File: config.mk
export PLATFORM = sky130hd
export DESIGN_NAME = sdmacTop
export DESIGN_NICKNAME = d
export VERILOG_FILES = /design/src/sdmacPkg.sv /design/src/regDecode.sv /design/src/scsiXfer.sv /design/src/byteFifo.sv /design/src/busMaster.sv /design/src/sdmacTop.sv
export SDC_FILE = /design/constraint.sdc
export NUM_CORES = 1
export LEC_CHECK = 0
export ABC_CLOCK_PERIOD_IN_PS = 5770
export BUFFER_PORTS_ARGS = -buffer_cell sky130_fd_sc_hd__buf_2
export CAP_MARGIN = 20
export CORE_MARGIN = 8
export CORE_UTILIZATION = 56
export CTS_BUF_LIST = sky130_fd_sc_hd__clkbuf_2
export CTS_CLUSTER_SIZE = 14
export DETAILED_ROUTE_END_ITERATION = 10
export GPL_ROUTABILITY_DRIVEN = 0
export PLACE_DENSITY = 0.86
export REMOVE_ABC_BUFFERS = 1
export SLEW_MARGIN = 20
export SYNTH_ARGS = -nofsm -noshare
export SYNTH_HDL_FRONTEND = slang
export SYNTH_SLANG_ARGS = --single-unit
File: constraint.sdc
create_clock -name nSCLK -period 5.77 [get_ports nSCLK]
set_input_delay 0.8655 -clock nSCLK [delete_from_list [all_inputs] [get_ports nSCLK]]
set_output_delay 0.8655 -clock nSCLK [all_outputs]
set_load 0.02 [all_outputs]
File: src/sdmacPkg.sv
// Shared register map, timing constants, state codes and bus types, imported by every SDMAC block
`default_nettype none

package sdmacPkg;

    // Register offsets on address bits 6:2
    localparam logic [4:0] REG_CNTR  = 5'h02;
    localparam logic [4:0] REG_ACR   = 5'h03;
    localparam logic [4:0] REG_FLUSH = 5'h05;
    localparam logic [4:0] REG_CINT  = 5'h06;
    localparam logic [4:0] REG_ISTR  = 5'h07;

    // CNTR bits
    localparam int CNTR_INTENA = 2;
    localparam int CNTR_DMAENA = 3;

    // ISTR bits
    localparam int ISTR_FEMPTY    = 0;
    localparam int ISTR_FFULL     = 1;
    localparam int ISTR_INTPEND   = 4;
    localparam int ISTR_INTA      = 6;
    localparam int ISTR_FLUSHDONE = 7;

    localparam int FIFO_DEPTH = 8;  // Longwords
    localparam int FIFO_PTR_W = 3;
    localparam int FIFO_CNT_W = FIFO_PTR_W + 1;

    localparam int IOR_CYCLES = 2;  // Read strobe length in clocks

    // Peripheral port sequencer
    localparam logic [1:0] XFER_IDLE    = 2'd0;
    localparam logic [1:0] XFER_STROBE  = 2'd1;
    localparam logic [1:0] XFER_RECOVER = 2'd2;

    // Bus master sequencer
    localparam logic [2:0] BM_IDLE   = 3'd0;
    localparam logic [2:0] BM_REQ    = 3'd1;
    localparam logic [2:0] BM_OWN    = 3'd2;
    localparam logic [2:0] BM_STROBE = 3'd3;
    localparam logic [2:0] BM_END    = 3'd4;

    typedef struct packed {
        logic        strobe;
        logic        write;
        logic [4:0]  addr;
        logic [31:0] wdata;
    } regAccess_s;

    typedef struct packed {
        logic        dmaEna;    // Level
        logic        flushReq;  // One clock pulse
        logic [31:0] acr;
        logic        acrLoad;   // One clock pulse
    } dmaCtrl_s;

    typedef struct packed {
        logic empty;
        logic full;
        logic wordReady;
        logic leftover;
        logic flushDone;  // One clock pulse
    } fifoStat_s;

    typedef struct packed {
        logic [31:0] addr;
        logic [31:0] data;
    } busCycle_s;

    // Lane 3 holds the first byte from the SCSI port
    typedef union packed {
        logic [3:0][7:0] lane;
        logic [31:0]     lword;
    } fifoWord_u;

endpackage

`default_nettype wire

File: src/regDecode.sv
// CPU register port of the SDMAC: control and address registers, status read-back and interrupt
`default_nettype none

module regDecode import sdmacPkg::*; (
    input  logic       nSCLK,
    input  logic       nAS_,
    input  regAccess_s regAcc_i,
    input  fifoStat_s  fifoStat_i,
    input  logic       intA_i,
    output dmaCtrl_s   ctrl_o,
    output logic [31:0] regRdata_o,
    output logic       intO_
);

    logic        wrStb;
    logic        rdStb;
    logic        dmaEna;
    logic        intEna;
    logic        flushSeen;  // Flush finished, waiting for CINT
    logic        flushReq;
    logic        acrLoad;
    logic [31:0] acr;
    logic        intPend;
    logic [31:0] cntrWord;
    logic [31:0] istrWord;
    logic [31:0] rdMux;

    assign wrStb = regAcc_i.strobe & regAcc_i.write;
    assign rdStb = regAcc_i.strobe & ~regAcc_i.write;

    // SCSI chip interrupt or finished flush, only when enabled
    assign intPend = intEna & (intA_i | flushSeen);
    assign intO_   = ~intPend;

    always_comb begin
        cntrWord = '0;
        cntrWord[CNTR_DMAENA] = dmaEna;
        cntrWord[CNTR_INTENA] = intEna;

        istrWord = '0;
        istrWord[ISTR_FEMPTY]    = fifoStat_i.empty;
        istrWord[ISTR_FFULL]     = fifoStat_i.full;
        istrWord[ISTR_INTPEND]   = intPend;
        istrWord[ISTR_INTA]      = intA_i;
        istrWord[ISTR_FLUSHDONE] = flushSeen;

        case (regAcc_i.addr)
            REG_CNTR: rdMux = cntrWord;
            REG_ACR:  rdMux = acr;
            REG_ISTR: rdMux = istrWord;
            default:  rdMux = '0;  // Strobe-only registers read as zero
        endcase
    end

    always_ff @(posedge nSCLK or negedge nAS_) begin
        if (!nAS_) begin
            dmaEna     <= 1'b0;
            intEna     <= 1'b0;
            flushSeen  <= 1'b0;
            flushReq   <= 1'b0;
            acrLoad    <= 1'b0;
            acr        <= '0;
            regRdata_o <= '0;
        end else begin
            flushReq <= wrStb && (regAcc_i.addr == REG_FLUSH);
            acrLoad  <= wrStb && (regAcc_i.addr == REG_ACR);

            if (wrStb && (regAcc_i.addr == REG_CNTR)) begin
                dmaEna <= regAcc_i.wdata[CNTR_DMAENA];
                intEna <= regAcc_i.wdata[CNTR_INTENA];
            end

            if (wrStb && (regAcc_i.addr == REG_ACR))
                acr <= {regAcc_i.wdata[31:2], 2'b00};  // Longword aligned

            if (wrStb && (regAcc_i.addr == REG_CINT))
                flushSeen <= 1'b0;
            else if (fifoStat_i.flushDone)
                flushSeen <= 1'b1;

            if (rdStb)
                regRdata_o <= rdMux;  // Held until the next read
        end
    end

    assign ctrl_o = '{dmaEna: dmaEna, flushReq: flushReq, acr: acr, acrLoad: acrLoad};

endmodule

`default_nettype wire

File: src/scsiXfer.sv
// Peripheral port sequencer: answers SCSI DREQ with DACK and IOR and hands each byte to the FIFO
`default_nettype none

module scsiXfer import sdmacPkg::*; (
    input  logic       nSCLK,
    input  logic       nAS_,
    input  dmaCtrl_s   ctrl_i,
    input  logic       fifoFull_i,
    input  logic       dreqI_,
    input  logic [7:0] pdI,
    output logic       dackO_,
    output logic       iorO_,
    output logic       byteStb_o,
    output logic [7:0] byte_o
);

    logic [1:0] state;
    logic [1:0] strobeCnt;
    logic       startByte;
    logic       lastStrobe;

    // No new byte while the FIFO is full, DREQ just stays low
    assign startByte = (state == XFER_IDLE) && !dreqI_ && ctrl_i.dmaEna && !fifoFull_i;

    assign lastStrobe = (state == XFER_STROBE) && (strobeCnt == 2'(IOR_CYCLES - 1));

    // DACK and IOR share one timing
    assign dackO_ = (state != XFER_STROBE);
    assign iorO_  = (state != XFER_STROBE);

    always_ff @(posedge nSCLK or negedge nAS_) begin
        if (!nAS_) begin
            state     <= XFER_IDLE;
            strobeCnt <= '0;
            byteStb_o <= 1'b0;
        end else begin
            byteStb_o <= lastStrobe;

            case (state)
                XFER_IDLE: begin
                    strobeCnt <= '0;
                    if (startByte)
                        state <= XFER_STROBE;
                end

                XFER_STROBE: begin
                    strobeCnt <= strobeCnt + 2'd1;
                    if (lastStrobe)
                        state <= XFER_RECOVER;
                end

                // One idle clock before DREQ is looked at again
                XFER_RECOVER: state <= XFER_IDLE;

                default: state <= XFER_IDLE;
            endcase
        end
    end

    // Port byte sampled on the last strobe clock
    always_ff @(posedge nSCLK) begin
        if (lastStrobe)
            byte_o <= pdI;
    end

endmodule

`default_nettype wire

File: src/byteFifo.sv
// Longword FIFO that packs SCSI bytes first-byte-high and pads a partial word on flush
`default_nettype none

module byteFifo import sdmacPkg::*; (
    input  logic       nSCLK,
    input  logic       nAS_,
    input  dmaCtrl_s   ctrl_i,
    input  logic       byteStb_i,
    input  logic [7:0] byte_i,
    input  logic       pop_i,
    output fifoWord_u  head_o,
    output fifoStat_s  stat_o
);

    fifoWord_u mem [FIFO_DEPTH];

    fifoWord_u packWord;  // Word being assembled, unused lanes kept zero
    fifoWord_u pushWord;
    logic [1:0] bytePtr;  // Lanes already filled
    logic [FIFO_PTR_W-1:0] wrPtr;
    logic [FIFO_PTR_W-1:0] rdPtr;
    logic [FIFO_CNT_W-1:0] count;
    logic full;
    logic fullPush;
    logic flushPush;
    logic push;
    logic pop;
    logic flushPend;
    logic drained;
    logic flushDone;

    assign full = (count == FIFO_CNT_W'(FIFO_DEPTH));

    always_comb begin
        pushWord = packWord;
        if (byteStb_i)
            pushWord.lane[2'd3 - bytePtr] = byte_i;
    end

    assign fullPush  = byteStb_i && (bytePtr == 2'd3);
    // Partial word goes out in a clock without a new byte
    assign flushPush = flushPend && (bytePtr != 2'd0) && !byteStb_i && !full;
    assign push      = fullPush || flushPush;
    assign pop       = pop_i && (count != '0);
    assign drained   = flushPend && (count == '0) && (bytePtr == 2'd0);

    always_ff @(posedge nSCLK or negedge nAS_) begin
        if (!nAS_) begin
            packWord  <= '0;
            bytePtr   <= '0;
            wrPtr     <= '0;
            rdPtr     <= '0;
            count     <= '0;
            flushPend <= 1'b0;
            flushDone <= 1'b0;
        end else begin
            if (push) begin
                packWord <= '0;
                bytePtr  <= '0;
                wrPtr    <= wrPtr + 1'b1;
            end else if (byteStb_i) begin
                packWord <= pushWord;
                bytePtr  <= bytePtr + 2'd1;
            end

            if (pop)
                rdPtr <= rdPtr + 1'b1;

            case ({push, pop})
                2'b10:   count <= count + 1'b1;
                2'b01:   count <= count - 1'b1;
                default: count <= count;
            endcase

            // Flush stays pending until storage and packer are both empty
            if (ctrl_i.flushReq)
                flushPend <= 1'b1;
            else if (drained)
                flushPend <= 1'b0;
            flushDone <= drained;
        end
    end

    always_ff @(posedge nSCLK) begin
        if (push)
            mem[wrPtr] <= pushWord;
    end

    assign head_o = mem[rdPtr];

    assign stat_o = '{empty:     (count == '0),
                      full:      full,
                      wordReady: (count != '0),
                      leftover:  (bytePtr != 2'd0),
                      flushDone: flushDone};

endmodule

`default_nettype wire

File: src/busMaster.sv
// Bus arbitration and longword write sequencer that drains the FIFO to memory at the ACR address
`default_nettype none

module busMaster import sdmacPkg::*; (
    input  logic      nSCLK,
    input  logic      nAS_,
    input  dmaCtrl_s  ctrl_i,
    input  logic      wordReady_i,
    input  fifoWord_u head_i,
    output logic      pop_o,
    output logic      brO_,
    input  logic      bgI_,
    output logic      bgackO_,
    output logic      asO_,
    input  logic      dsackI_,
    output busCycle_s cycle_o
);

    logic [2:0]  state;
    logic [31:0] addr;  // Next write address
    logic        startCycle;
    logic        cycleDone;

    assign startCycle = (state == BM_OWN) && wordReady_i && ctrl_i.dmaEna;
    assign cycleDone  = (state == BM_STROBE) && !dsackI_;

    assign brO_    = !((state != BM_IDLE) && ctrl_i.dmaEna);
    assign bgackO_ = !((state == BM_OWN) || (state == BM_STROBE) || (state == BM_END));
    assign asO_    = (state != BM_STROBE);
    assign pop_o   = (state == BM_END);  // FIFO advances at the end of this clock

    always_ff @(posedge nSCLK or negedge nAS_) begin
        if (!nAS_) begin
            state <= BM_IDLE;
            addr  <= '0;
        end else begin
            case (state)
                BM_IDLE: begin
                    if (wordReady_i && ctrl_i.dmaEna)
                        state <= BM_REQ;
                end

                BM_REQ: begin
                    if (!ctrl_i.dmaEna)
                        state <= BM_IDLE;  // Request withdrawn
                    else if (!bgI_)
                        state <= BM_OWN;
                end

                // Keep the bus while words remain
                BM_OWN:    state <= startCycle ? BM_STROBE : BM_IDLE;
                BM_STROBE: state <= cycleDone ? BM_END : BM_STROBE;
                BM_END:    state <= BM_OWN;
                default:   state <= BM_IDLE;
            endcase

            if (ctrl_i.acrLoad)
                addr <= ctrl_i.acr;
            else if (cycleDone)
                addr <= addr + 32'd4;
        end
    end

    // Address and data stay put past the AS rising edge
    always_ff @(posedge nSCLK) begin
        if (startCycle)
            cycle_o <= '{addr: addr, data: head_i.lword};
    end

endmodule

`default_nettype wire

File: src/sdmacTop.sv
// SDMAC top level joining register port, SCSI sequencer, packing FIFO and bus master to the pins
`default_nettype none

module sdmacTop import sdmacPkg::*; (
    input  logic        nSCLK,
    input  logic        nAS_,
    input  regAccess_s  regAcc_i,
    output logic [31:0] regRdata_o,
    input  logic        intA_i,
    output logic        intO_,
    input  logic        dreqI_,
    output logic        dackO_,
    output logic        iorO_,
    input  logic [7:0]  pdI,
    output logic        brO_,
    input  logic        bgI_,
    output logic        bgackO_,
    output logic        asO_,
    input  logic        dsackI_,
    output busCycle_s   cycle_o
);

    dmaCtrl_s   ctrl;
    fifoStat_s  fifoStat;
    logic       byteStb;
    logic [7:0] byteData;
    logic       pop;
    fifoWord_u  head;

    regDecode regDecode_i (
        .nSCLK      (nSCLK),
        .nAS_       (nAS_),
        .regAcc_i   (regAcc_i),
        .fifoStat_i (fifoStat),
        .intA_i     (intA_i),
        .ctrl_o     (ctrl),
        .regRdata_o (regRdata_o),
        .intO_      (intO_)
    );

    scsiXfer scsiXfer_i (
        .nSCLK      (nSCLK),
        .nAS_       (nAS_),
        .ctrl_i     (ctrl),
        .fifoFull_i (fifoStat.full),
        .dreqI_     (dreqI_),
        .pdI        (pdI),
        .dackO_     (dackO_),
        .iorO_      (iorO_),
        .byteStb_o  (byteStb),
        .byte_o     (byteData)
    );

    byteFifo byteFifo_i (
        .nSCLK     (nSCLK),
        .nAS_      (nAS_),
        .ctrl_i    (ctrl),
        .byteStb_i (byteStb),
        .byte_i    (byteData),
        .pop_i     (pop),
        .head_o    (head),
        .stat_o    (fifoStat)
    );

    busMaster busMaster_i (
        .nSCLK       (nSCLK),
        .nAS_        (nAS_),
        .ctrl_i      (ctrl),
        .wordReady_i (fifoStat.wordReady),
        .head_i      (head),
        .pop_o       (pop),
        .brO_        (brO_),
        .bgI_        (bgI_),
        .bgackO_     (bgackO_),
        .asO_        (asO_),
        .dsackI_     (dsackI_),
        .cycle_o     (cycle_o)
    );

endmodule

`default_nettype wire

Yosys cells after proc, flatten, opt, wreduce, memory -nomap -nowiden --
Memories as Yosys holds them, arrays and structs flattened. A register that Yosys moved wholly into a read port is not among the register bits. Cells that the tools add are included.
Word-level totals: register bits 193, bits in writable memories 256, bits of input ports 53, output and inout bits 102, word-level logic and storage cells 132, memories kept 1
Memory list:
- byteFifo_i.mem | depth 8, bits a word 32, read ports 1, clocked after memory_dff 1, wr ports 1, RTL line byteFifo.sv:15 | fifoWord_u mem [FIFO_DEPTH];
Operators by class: add/subtract/negate cells 8, $lt $le $gt $ge 2, eq/ne operators 21, multiplexer cells 28, bitwise gates (word level) 6, reduce and logical (&&, ||, !) cells 45
Operators by type and width (count):
- 32-bit 2-to-1 mux | 5
- 32-bit case mux with 3 select lines | 1
- 32-bit by 3-bit adder with 32-bit output, second input constant | 1
- 32-bit bitwise mux | 1
- 1-bit logical AND | 21
- 8-bit demux with 2-bit select | 1
- 5-bit by 3-bit == test with 1-bit output, second input constant | 3
- 3-bit case mux with 5 select lines | 1
- 2-bit nonzero test | 7
- 3-bit 2-to-1 mux | 4
- 5-bit by 2-bit == test with 1-bit output, second input constant | 2
- 2-bit 2-to-1 mux | 5
- 8-bit 2-to-1 mux | 1
- 2-bit by 1-bit inequality test with 1-bit output, second input constant | 4
- 2-bit case mux with 2 select lines | 2
- 4-bit case mux with 2 select lines | 1
- 3-bit by 1-bit adder with 3-bit output, second input constant | 2
- 2-bit by 1-bit == test with 1-bit output, second input constant | 3
- 3-bit by 2-bit == test with 1-bit output, second input constant | 2
- 1-bit zero test | 6
- 1-bit 2-to-1 mux | 6
- 2-bit by 1-bit adder with 2-bit output, second input constant | 2
- 4-bit by 1-bit adder with 4-bit output, second input constant | 1
- 2-bit == test, second input constant | 2
- 19 further kinds | 26

Depth between registers and ports, before layout --
Gate-level depths: netlist of the first run.
depth in word-level cells 9, gate-level depth with buffers 12, gate-level depth less buffers 11

Modules after synthesis --
Synthesis of the first run repeated with hierarchy kept, for this count alone.
Second synthesis, totals: cell total of the unflattened synthesis 1103, area total of the unflattened synthesis 18945.7 um^2
Modules (own cells, without submodules):
- byteFifo | instances 1, cells an instance 556, area an instance 11818.8 um^2, sequential area each 8838.5 um^2
- busMaster | instances 1, cells an instance 288, area an instance 3948.8 um^2, sequential area each 2797.7 um^2
- regDecode | instances 1, cells an instance 232, area an instance 2731.4 um^2, sequential area each 1676.6 um^2
- scsiXfer | instances 1, cells an instance 27, area an instance 446.7 um^2, sequential area each 365.4 um^2

Worst setup path before layout of the first run --
No wires, ideal clock.
path type flip-flop to flip-flop, start point register byteFifo_i.bytePtr[0], end point memory byteFifo_i.mem[1][0] (netlist bit) (enable), library setup time 513 ps, arrival 4873 ps, required time 5257 ps, path slack 384 ps, stages on the path, launching flop included 7, buffers on the path 1, period minus slack after synthesis 5386 ps, cell sequence dfrtp_1 inv_1 ha_1 o41ai_1 clkbuf_1 inv_1 nor4b_1
Between the ends: word-level cells in the longest chain between the ends 7, elaborated cells on any way between the ends 9, classes of those cells eq/ne: 1; mux: 2; reduce/logical: 6
RTL lines:
- start, declared | RTL line byteFifo.sv:19 | logic [1:0] bytePtr;
- start signal, assigned | RTL line byteFifo.sv:63 | bytePtr <= bytePtr + 2'd1;
- 2-bit nonzero test | RTL line byteFifo.sv:42 | assign flushPush = flushPend && (bytePtr != 2'd0) && !byteStb_i && !full;
- 1-bit logical AND (3 in a row) | RTL line byteFifo.sv:42
- 1-bit logical OR (*) | RTL line byteFifo.sv:43 | assign push = fullPush || flushPush;
- 1-bit 2-to-1 mux (*) | RTL line byteFifo.sv:85 | if (push)
- 1-bit 2-to-1 mux (not written as such) (*) | RTL line byteFifo.sv:86 | mem[wrPtr] <= pushWord;
- end, declared | RTL line byteFifo.sv:15
Mark *: on every way between the ends. The rest lies on a longest branch, timed or not.

Final worst setup path of the first run --
start point register byteFifo_i.bytePtr[0], end point memory byteFifo_i.mem[6][8] (netlist bit) (enable)
The elaborated chain is that of the path after synthesis.

==> results of run 1 <==
-- synthesized netlist by cell type (all sizes together), types with 11 or more instances --
cell and count:
edfxtp 326, xor2 11, nand2 42, nor2 33, a31oi 21, mux2 99
or4 21, nand3 14, o21ai 24, nand4 12, a22o 26, buf 11
nor2b 32, dfrtp 151, mux4 64, clkbuf 43, o31ai 21, inv 14
ha 11
-- path summary, 6_finish.rpt --
| check | start | end | slack [ns] | cells after the start |
|---|---|---|---|---|
| min | regAcc_i[14] | regDecode_i.acr[14]$_DFFE_PN0P_ | 0.11 | 2 |
| max | byteFifo_i.bytePtr[0]$_DFFE_PN0P_ | byteFifo_i.mem[6][8]$_DFFE_PP_ | 2.07 | 7 |
| max reg2reg | byteFifo_i.bytePtr[0]$_DFFE_PN0P_ | byteFifo_i.mem[6][8]$_DFFE_PP_ | 2.07 | 7 |
| max in group asynchronous | nAS_ | regDecode_i.regRdata_o[14]$_DFFE_PN0P_ | 4.12 | 3 |
| min in group asynchronous | nAS_ | byteFifo_i.packWord[26]$_DFFE_PN0P_ | 0.47 | 2 |
| min reg2reg | regDecode_i.flushReq$_DFF_PN0_ | byteFifo_i.flushPend$_DFFE_PN0P_ | 0.46 | 1 |
-- area by class of cell --
type	count	area [um2]
Multi-Input combinational cell	504	4840
Sequential cell	477	13600
Tap cell	442	553
Clock buffer	173	866
Timing Repair Buffer	181	1050
Clock inverter	35	175
Antenna cell	3	7.51
Inverter	14	52.6
Fill cell	2206	11500
-- metrics by stage --
| stage | util (%) | setup TNS [ns] | setup WS [ns] | hold WS, ns | cell area [um2] |
|---|---|---|---|---|---|
| 4_1_cts | 64.6 | 0 | 1.96 | 0.00310 | 21100 |
| 2_1_floorplan | - | -348.76 | -2.46 | 0.413 | 18400 |
| 3_5_place_dp | 61.2 | 0 | 1.99 | 0.442 | 20000 |
| 5_1_grt | 64.7 | 0 | 1.85 | -0.000188 | 21100 |
| 3_3_place_gp | 61.1 | 0 | 2.11 | 0.423 | 19900 |
| 6_report | 64.7 | 0 | 2.07 | 0.110 | 21100 |
-- registers in the layout, summed over array words and instances (netlist names), 2 cells and up --
register,flops
byteFifo_i.mem,256
busMaster_i.state,3
byteFifo_i.rdPtr,3
byteFifo_i.count,4
byteFifo_i.packWord,32
regDecode_i.acr,30
scsiXfer_i.state,2
busMaster_i.addr,30
byteFifo_i.bytePtr,2
scsiXfer_i.strobeCnt,2
scsiXfer_i.byte_o,8
regDecode_i.regRdata_o,32
busMaster_i.cycle_o,62
byteFifo_i.wrPtr,3
-- worst reg2reg max path, cell delays in order, from the launching register on --
cell and delay, ns:
dfrtp_1 0.43, ha_1 0.20, nand2_1 0.36, o41ai_2 0.14
buf_4 0.45, nand2_1 0.31, nor3b_2 0.92, buf_4 0.51
-- what timing repair did --
action | 4_1_cts | 5_1_grt
gates resized for setup | 0 | 0
hold buffers | 9 | 0
endpoints found under the hold margin | 83 | 0
-- cell families (layout without fill, tap and decap cells) --
logic type,Yosys count,in the layout,share of synthesized area [%]
flops,477,477,72.9
simple gates,201,201,6.06
mux,169,169,14.1
compound gates,103,103,3.83
buf+inv,68,403,1.51
xor+xnor,18,18,0.847
fa+ha+maj,11,11,0.740
other cells,1,5,0.0202
-- per-layer routing --
layer / vias up / global-route usage, % / part of all wire [%]
met5: - / 0 / 0
met4: 0 / 7.66 / 2.5
met3: 81 / 4.06 / 6.0
met2: 423 / 34.2 / 52
met1: 5328 / 25.7 / 40
li1: 4674 / - / -
-- placed cells by master, fill, tap and decap left out, types with 13 or more instances in the layout --
master	count
edfxtp_1	326
clkbuf_2	173
dfrtp_1	149
buf_2	149
mux2_2	99
mux4_2	64
nand2_1	42
nor2b_1	32
nor2_1	31
a22o_1	26
o21ai_0	24
clkinv_1	24
o31ai_1	21
a31oi_1	21
or4_1	20
buf_4	19
nand3_1	14
inv_1	13
-- report_power, final --
| part | switching [mW] | total, mW | leakage (nW) | internal [mW] |
|---|---|---|---|---|
| logic | 0.361 | 0.581 | 2.45 | 0.220 |
| clock network | 1.32 | 2.14 | 0.802 | 0.817 |
| registers | 0.145 | 4.10 | 4.78 | 3.95 |
==> impl_metrics.env, run 1 <==
export IMPL_status="finished clean"
export IMPL_p_per_area_nw_per_um2=323
export IMPL_grt_pass1_wl_um=60900
export IMPL_cp_required_ns=6.39
export IMPL_avgSynthCellArea_um2=17.8
export IMPL_maxCapViolCount=0
export IMPL_area_growth_pct=13.5
export IMPL_die_h_um=198
export IMPL_hold_viol=0
export IMPL_drive_above_1_share_pct=38.9
export IMPL_ys_seq_area_share_pct=72.9
export IMPL_first_global_vias=10900
export IMPL_p_total_mw=6.82
export IMPL_timing_fmax_mhz=270
export IMPL_path_delay_family="simple AND/OR/NAND/NOR gates"
export IMPL_wirelength_um=39200
export IMPL_routed_via_density=5.74
export IMPL_die_area_um2=39300
export IMPL_relSlewSlack_pct=27.8
export IMPL_track_usage_pct=20.2
export IMPL_drt_drc_violations_left=0
export IMPL_cts_buffer_depth=3
export IMPL_fin_crit_ns=3.70
export IMPL_cts_root_buffer="clkbuf_2"
export IMPL_htree_num_levels=3
export IMPL_place_inst=1608
export IMPL_die_w_um=198
export IMPL_synth_area_leaders="edfxtp_1 53%, dfrtp_1 20%, mux4_2 7.7%"
export IMPL_path_buf_inv=2
export IMPL_ys_ff_latch=477
export IMPL_ant_nets=0
export IMPL_wl_per_cell_um=21.5
export IMPL_vias=10500
export IMPL_crit_type="flip-flop to flip-flop"
export IMPL_synthFlopType="edfxtp_1"
export IMPL_synthCells=1048
export IMPL_grt_antenna_before_repair=2
export IMPL_hold_class="primary input to flip-flop"
export IMPL_end_kind="flip-flop"
export IMPL_initial_utilization_pct=57.0
export IMPL_synth_edf_count=326
export IMPL_async_reset_ff_share_pct=31.7
export IMPL_mappedNetlistArea_um2=18600
export IMPL_timing_final_crit_share_pct=64.2
export IMPL_setup_viol=0
export IMPL_clock_latency_ns=1.04
export IMPL_grt_max_degree=78
export IMPL_ir_drop_v=0.000184
export IMPL_final_nets=1353
export IMPL_synth_distinct_cells=49
export IMPL_ys_warn_count=0
export IMPL_cts_sinks=477
export IMPL_portBuffers=150
export IMPL_grt_overflow=0
export IMPL_yosysTopAreaCell="edfxtp_1"
export IMPL_leakage_nw=8.03
export IMPL_place_hpwl_um=24100
export IMPL_crit_path_cell_trace="ha_1 -> nand2_1 -> o41ai_2 -> buf_4 -> nand2_1 -> nor3b_2 -> buf_4"
export IMPL_rsz0062_at_grt="no"
export IMPL_ios=155
export IMPL_final_cells=1829
export IMPL_core_area_um2=32600
export IMPL_crit_fanout=38
export IMPL_crit_slowest_cell="nor3b_2"
export IMPL_drtIter0Drc=745
export IMPL_dr_pass1_iters=5
export IMPL_placement_rows=66
export IMPL_crit_path_start_kind="flip-flop"
export IMPL_cts_tree="yes"
export IMPL_final_max_slew_violation_count=0
export IMPL_arrival_ns=4.33
export IMPL_cts_setup_buffers=0
export IMPL_worst_pin_slew_ns=1.08
export IMPL_cts_buffers=111
export IMPL_path_clk_slew_ns=0.11
export IMPL_clock_skew_ns=0.128
export IMPL_synth_top_area_share_pct=52.6
export IMPL_critical_path_max_stage_delay_ns=0.92
Power figures use the tool's default switching activity.
==> run 2: changes to the inputs <==
- ABC_AREA: default -> 1
- ABC_CLOCK_PERIOD_IN_PS: 5770 -> 3260
- clock period: 5.77 -> 3.26 ns (I/O delays scaled with it)
==> run 2 against run 1 <==
  * Global-route usage grew 2.6 points
  * Clock skew grew 0.026 ns
  * Flip-flop and latch count is the same
  * Critical endpoint is now regDecode_i.acr[2]$_DFFE_PN0P_
  * Largest cell class unchanged
==> impl_metrics.env, run 2 <==
export IMPL_pre_cts_ws_ns=0.597
export IMPL_maxCapViolCount=0
export IMPL_synth_most_common_cell="nand2_1"
export IMPL_core_area_um2=34600
export IMPL_yosysTopAreaCell="edfxtp_1"
export IMPL_status="finished clean"
export IMPL_crit_fanout=28
export IMPL_ys_warn_count=0
export IMPL_postLayoutCellArea_um2=22600
export IMPL_critPathCapture="regDecode_i.acr[2]$_DFFE_PN0P_"
export IMPL_reg2reg_to="byteFifo_i.count[2]$_DFFE_PN0P_"
export IMPL_final_cell_mix="408 x nand2_1, 326 x edfxtp_1, 258 x nor2_1"
export IMPL_synth_top_area_share_pct=49.6
export IMPL_cp_required_ns=4.29
export IMPL_avgSynthCellArea_um2=10.7
export IMPL_vias=14600
export IMPL_cts_tree="yes"
export IMPL_leakage_nw=9.94
export IMPL_cts_setup_buffers=0
export IMPL_synthFlopType="edfxtp_1"
export IMPL_die_area_um2=41500
export IMPL_top_register="byteFifo_i.mem"
export IMPL_crit_type="primary input to flip-flop"
export IMPL_layout_commonest_cell="nand2_1"
export IMPL_cts_buffer_depth=3
export IMPL_grt_overflow=0
export IMPL_relSlewSlack_pct=37.5
export IMPL_ios=155
export IMPL_initial_utilization_pct=57.0
export IMPL_reg2reg_from="byteFifo_i.bytePtr[0]$_DFFE_PN0P_"
export IMPL_fin_crit_ns=2.83
export IMPL_ys_ff_latch=477
export IMPL_setup_viol=0
export IMPL_hold_class="primary input to asynchronous set/reset pin"
export IMPL_startpoint="regAcc_i[36]"
export IMPL_die_h_um=204
export IMPL_rsz0062_at_grt="no"
export IMPL_drt_drc_violations_left=0
export IMPL_r2r_setup_slack_ns=0.47
export IMPL_wirelength_um=47500
export IMPL_grt_max_degree=130
export IMPL_cts_root_buffer="clkbuf_2"
export IMPL_place_inst=2391
export IMPL_synthCells=1838
export IMPL_grt_antenna_before_repair=2
export IMPL_hold_viol=0
export IMPL_timing_fmax_mhz=353
export IMPL_routed_via_density=5.51
export IMPL_ir_drop_v=0.000455
export IMPL_mappedNetlistArea_um2=19700
export IMPL_first_global_vias=14800
export IMPL_synth_area_leaders="edfxtp_1 50%, dfrtp_1 19%, nand2_1 7.8%"
export IMPL_end_kind="flip-flop"
export IMPL_synth_edf_count=326
export IMPL_timing_final_crit_share_pct=86.8
export IMPL_clock_skew_ns=0.153
export IMPL_r2r_cells=14
export IMPL_final_cells=2654
export IMPL_cts_buffers=109
export IMPL_drive_above_1_share_pct=18.5
export IMPL_crit_path_start_kind="primary input"
export IMPL_wl_per_cell_um=17.9
export IMPL_largest_reg_flops=256
export IMPL_ys_seq_area_share_pct=68.7
export IMPL_n_fill_cell=2390
export IMPL_synth_distinct_cells=39
export IMPL_reg_top3="byteFifo_i.mem (256), busMaster_i.cycle_o (62)"
export IMPL_worst_pin_slew_ns=0.934
export IMPL_arrival_ns=3.86
export IMPL_post_route_util_pct=65.2
export IMPL_ctsResizeCount=0
export IMPL_final_nets=2171
export IMPL_htree_num_levels=3
export IMPL_cts_sinks=477
export IMPL_track_usage_pct=22.8
export IMPL_p_per_area_nw_per_um2=620
export IMPL_die_w_um=204
export IMPL_grt_pass1_wl_um=75500
export IMPL_post_dp_cell_area_um2=20900
export IMPL_drtIter0Drc=1330
export IMPL_place_hpwl_um=26800
export IMPL_portBuffers=150
export IMPL_placement_rows=68
export IMPL_dr_pass1_iters=7
export IMPL_ant_nets=0
export IMPL_final_max_slew_violation_count=0
export IMPL_setup_tns_ns=0
export IMPL_area_growth_pct=14.4
export IMPL_synth_top_cells_by_count="408 x nand2_1, 326 x edfxtp_1, 267 x nor2_1"
export IMPL_layout_setup_ws_ns=0.431
export IMPL_async_reset_ff_share_pct=31.7
export IMPL_path_clk_slew_ns=0.13
export IMPL_clock_latency_ns=1.08
## run 2: cell count changes after synthesis, moves of 41 or more
cell     delta
o21ai_0   +201
nand3_1    +48
inv_1     +145
o21ai_1    +41
nand2_1   +366
nor2_1    +234
mux4_2     -64
mux2_2     -99
## run 2: repair_timing
action,CTS,global route
hold buffers,60,0
setup endpoints to repair,0,0
endpoints found under the hold margin,189,0
## run 2: layout make-up
cell class	instances	area (um2)	area share, %
Sequential cell	477	13600	60.1
Multi-Input combinational cell	1116	5140	22.7
Timing Repair Buffer	237	1620	7.18
Clock buffer	164	821	3.63
Inverter	166	626	2.77
Tap cell	455	569	2.52
Clock inverter	37	231	1.02
Antenna cell	2	5.00	0.0222
## run 2: how the worst min path moves through the flow
| stage | from | to | slack, ns | cells after the start |
|---|---|---|---|---|
| floorplan | nAS_ | busMaster_i.addr[10]$_DFFE_PN0N_ | 0.19 | 0 |
| global placement | regDecode_i.flushReq$_DFF_PN0_ | byteFifo_i.flushPend$_DFFE_PN0P_ | 0.43 | 1 |
| CTS | nAS_ | byteFifo_i.flushDone$_DFF_PN0_ | 0.007 | 2 |
| finish | nAS_ | regDecode_i.regRdata_o[19]$_DFFE_PN0P_ | 0.04 | 2 |
| global route | nAS_ | regDecode_i.regRdata_o[19]$_DFFE_PN0P_ | 0.09 | 2 |
| detailed placement | regDecode_i.flushReq$_DFF_PN0_ | byteFifo_i.flushPend$_DFFE_PN0P_ | 0.43 | 1 |
## run 2: worst max-delay path: stages
cell and delay (ns):
dlygate4sd3_1 0.52, buf_2 0.13, nor2_4 0.09, dlygate4sd3_1 0.66
nand3_4 0.36, nor2_4 0.29, nand2_1 0.10, dlygate4sd3_1 0.57
o21ai_0 0.07, dlygate4sd3_1 0.57
## run 2: power by group
part           internal (mW)  switching (mW)
Combinational          0.703            1.60
Sequential              7.35           0.387
Clock                   1.59            2.38
Total                   9.64            4.36
## run 2: cell families after synthesis
group / after synthesis / share of synthesized area, %
adders and majority gates: 11 / 0.697
AOI/OAI and AO/OA: 312 / 8.43
xor gates and xnor gates: 10 / 0.444
buffers and inverters: 246 / 5.43
other: 1 / 0.0190
and+or+nand+nor: 781 / 16.3
DFF: 477 / 68.7
## run 2: metrics by stage
step | power [mW] | hold slack (ns)
2_1_floorplan | 9.29 | 0.193
3_3_place_gp | 9.86 | 0.426
3_5_place_dp | 10.0 | 0.429
4_1_cts | 14.0 | 0.00722
5_1_grt | 14.7 | 0.0857
6_report | 14.0 | 0.0402
## run 2: routing by layer
metal	wire, um	track usage [%]	vias up
met2	23400	38.0	784
met4	1570	10.1	0
met5	0	0	-
met3	4700	5.89	161
li1	-	-	6735
met1	17800	27.8	6951
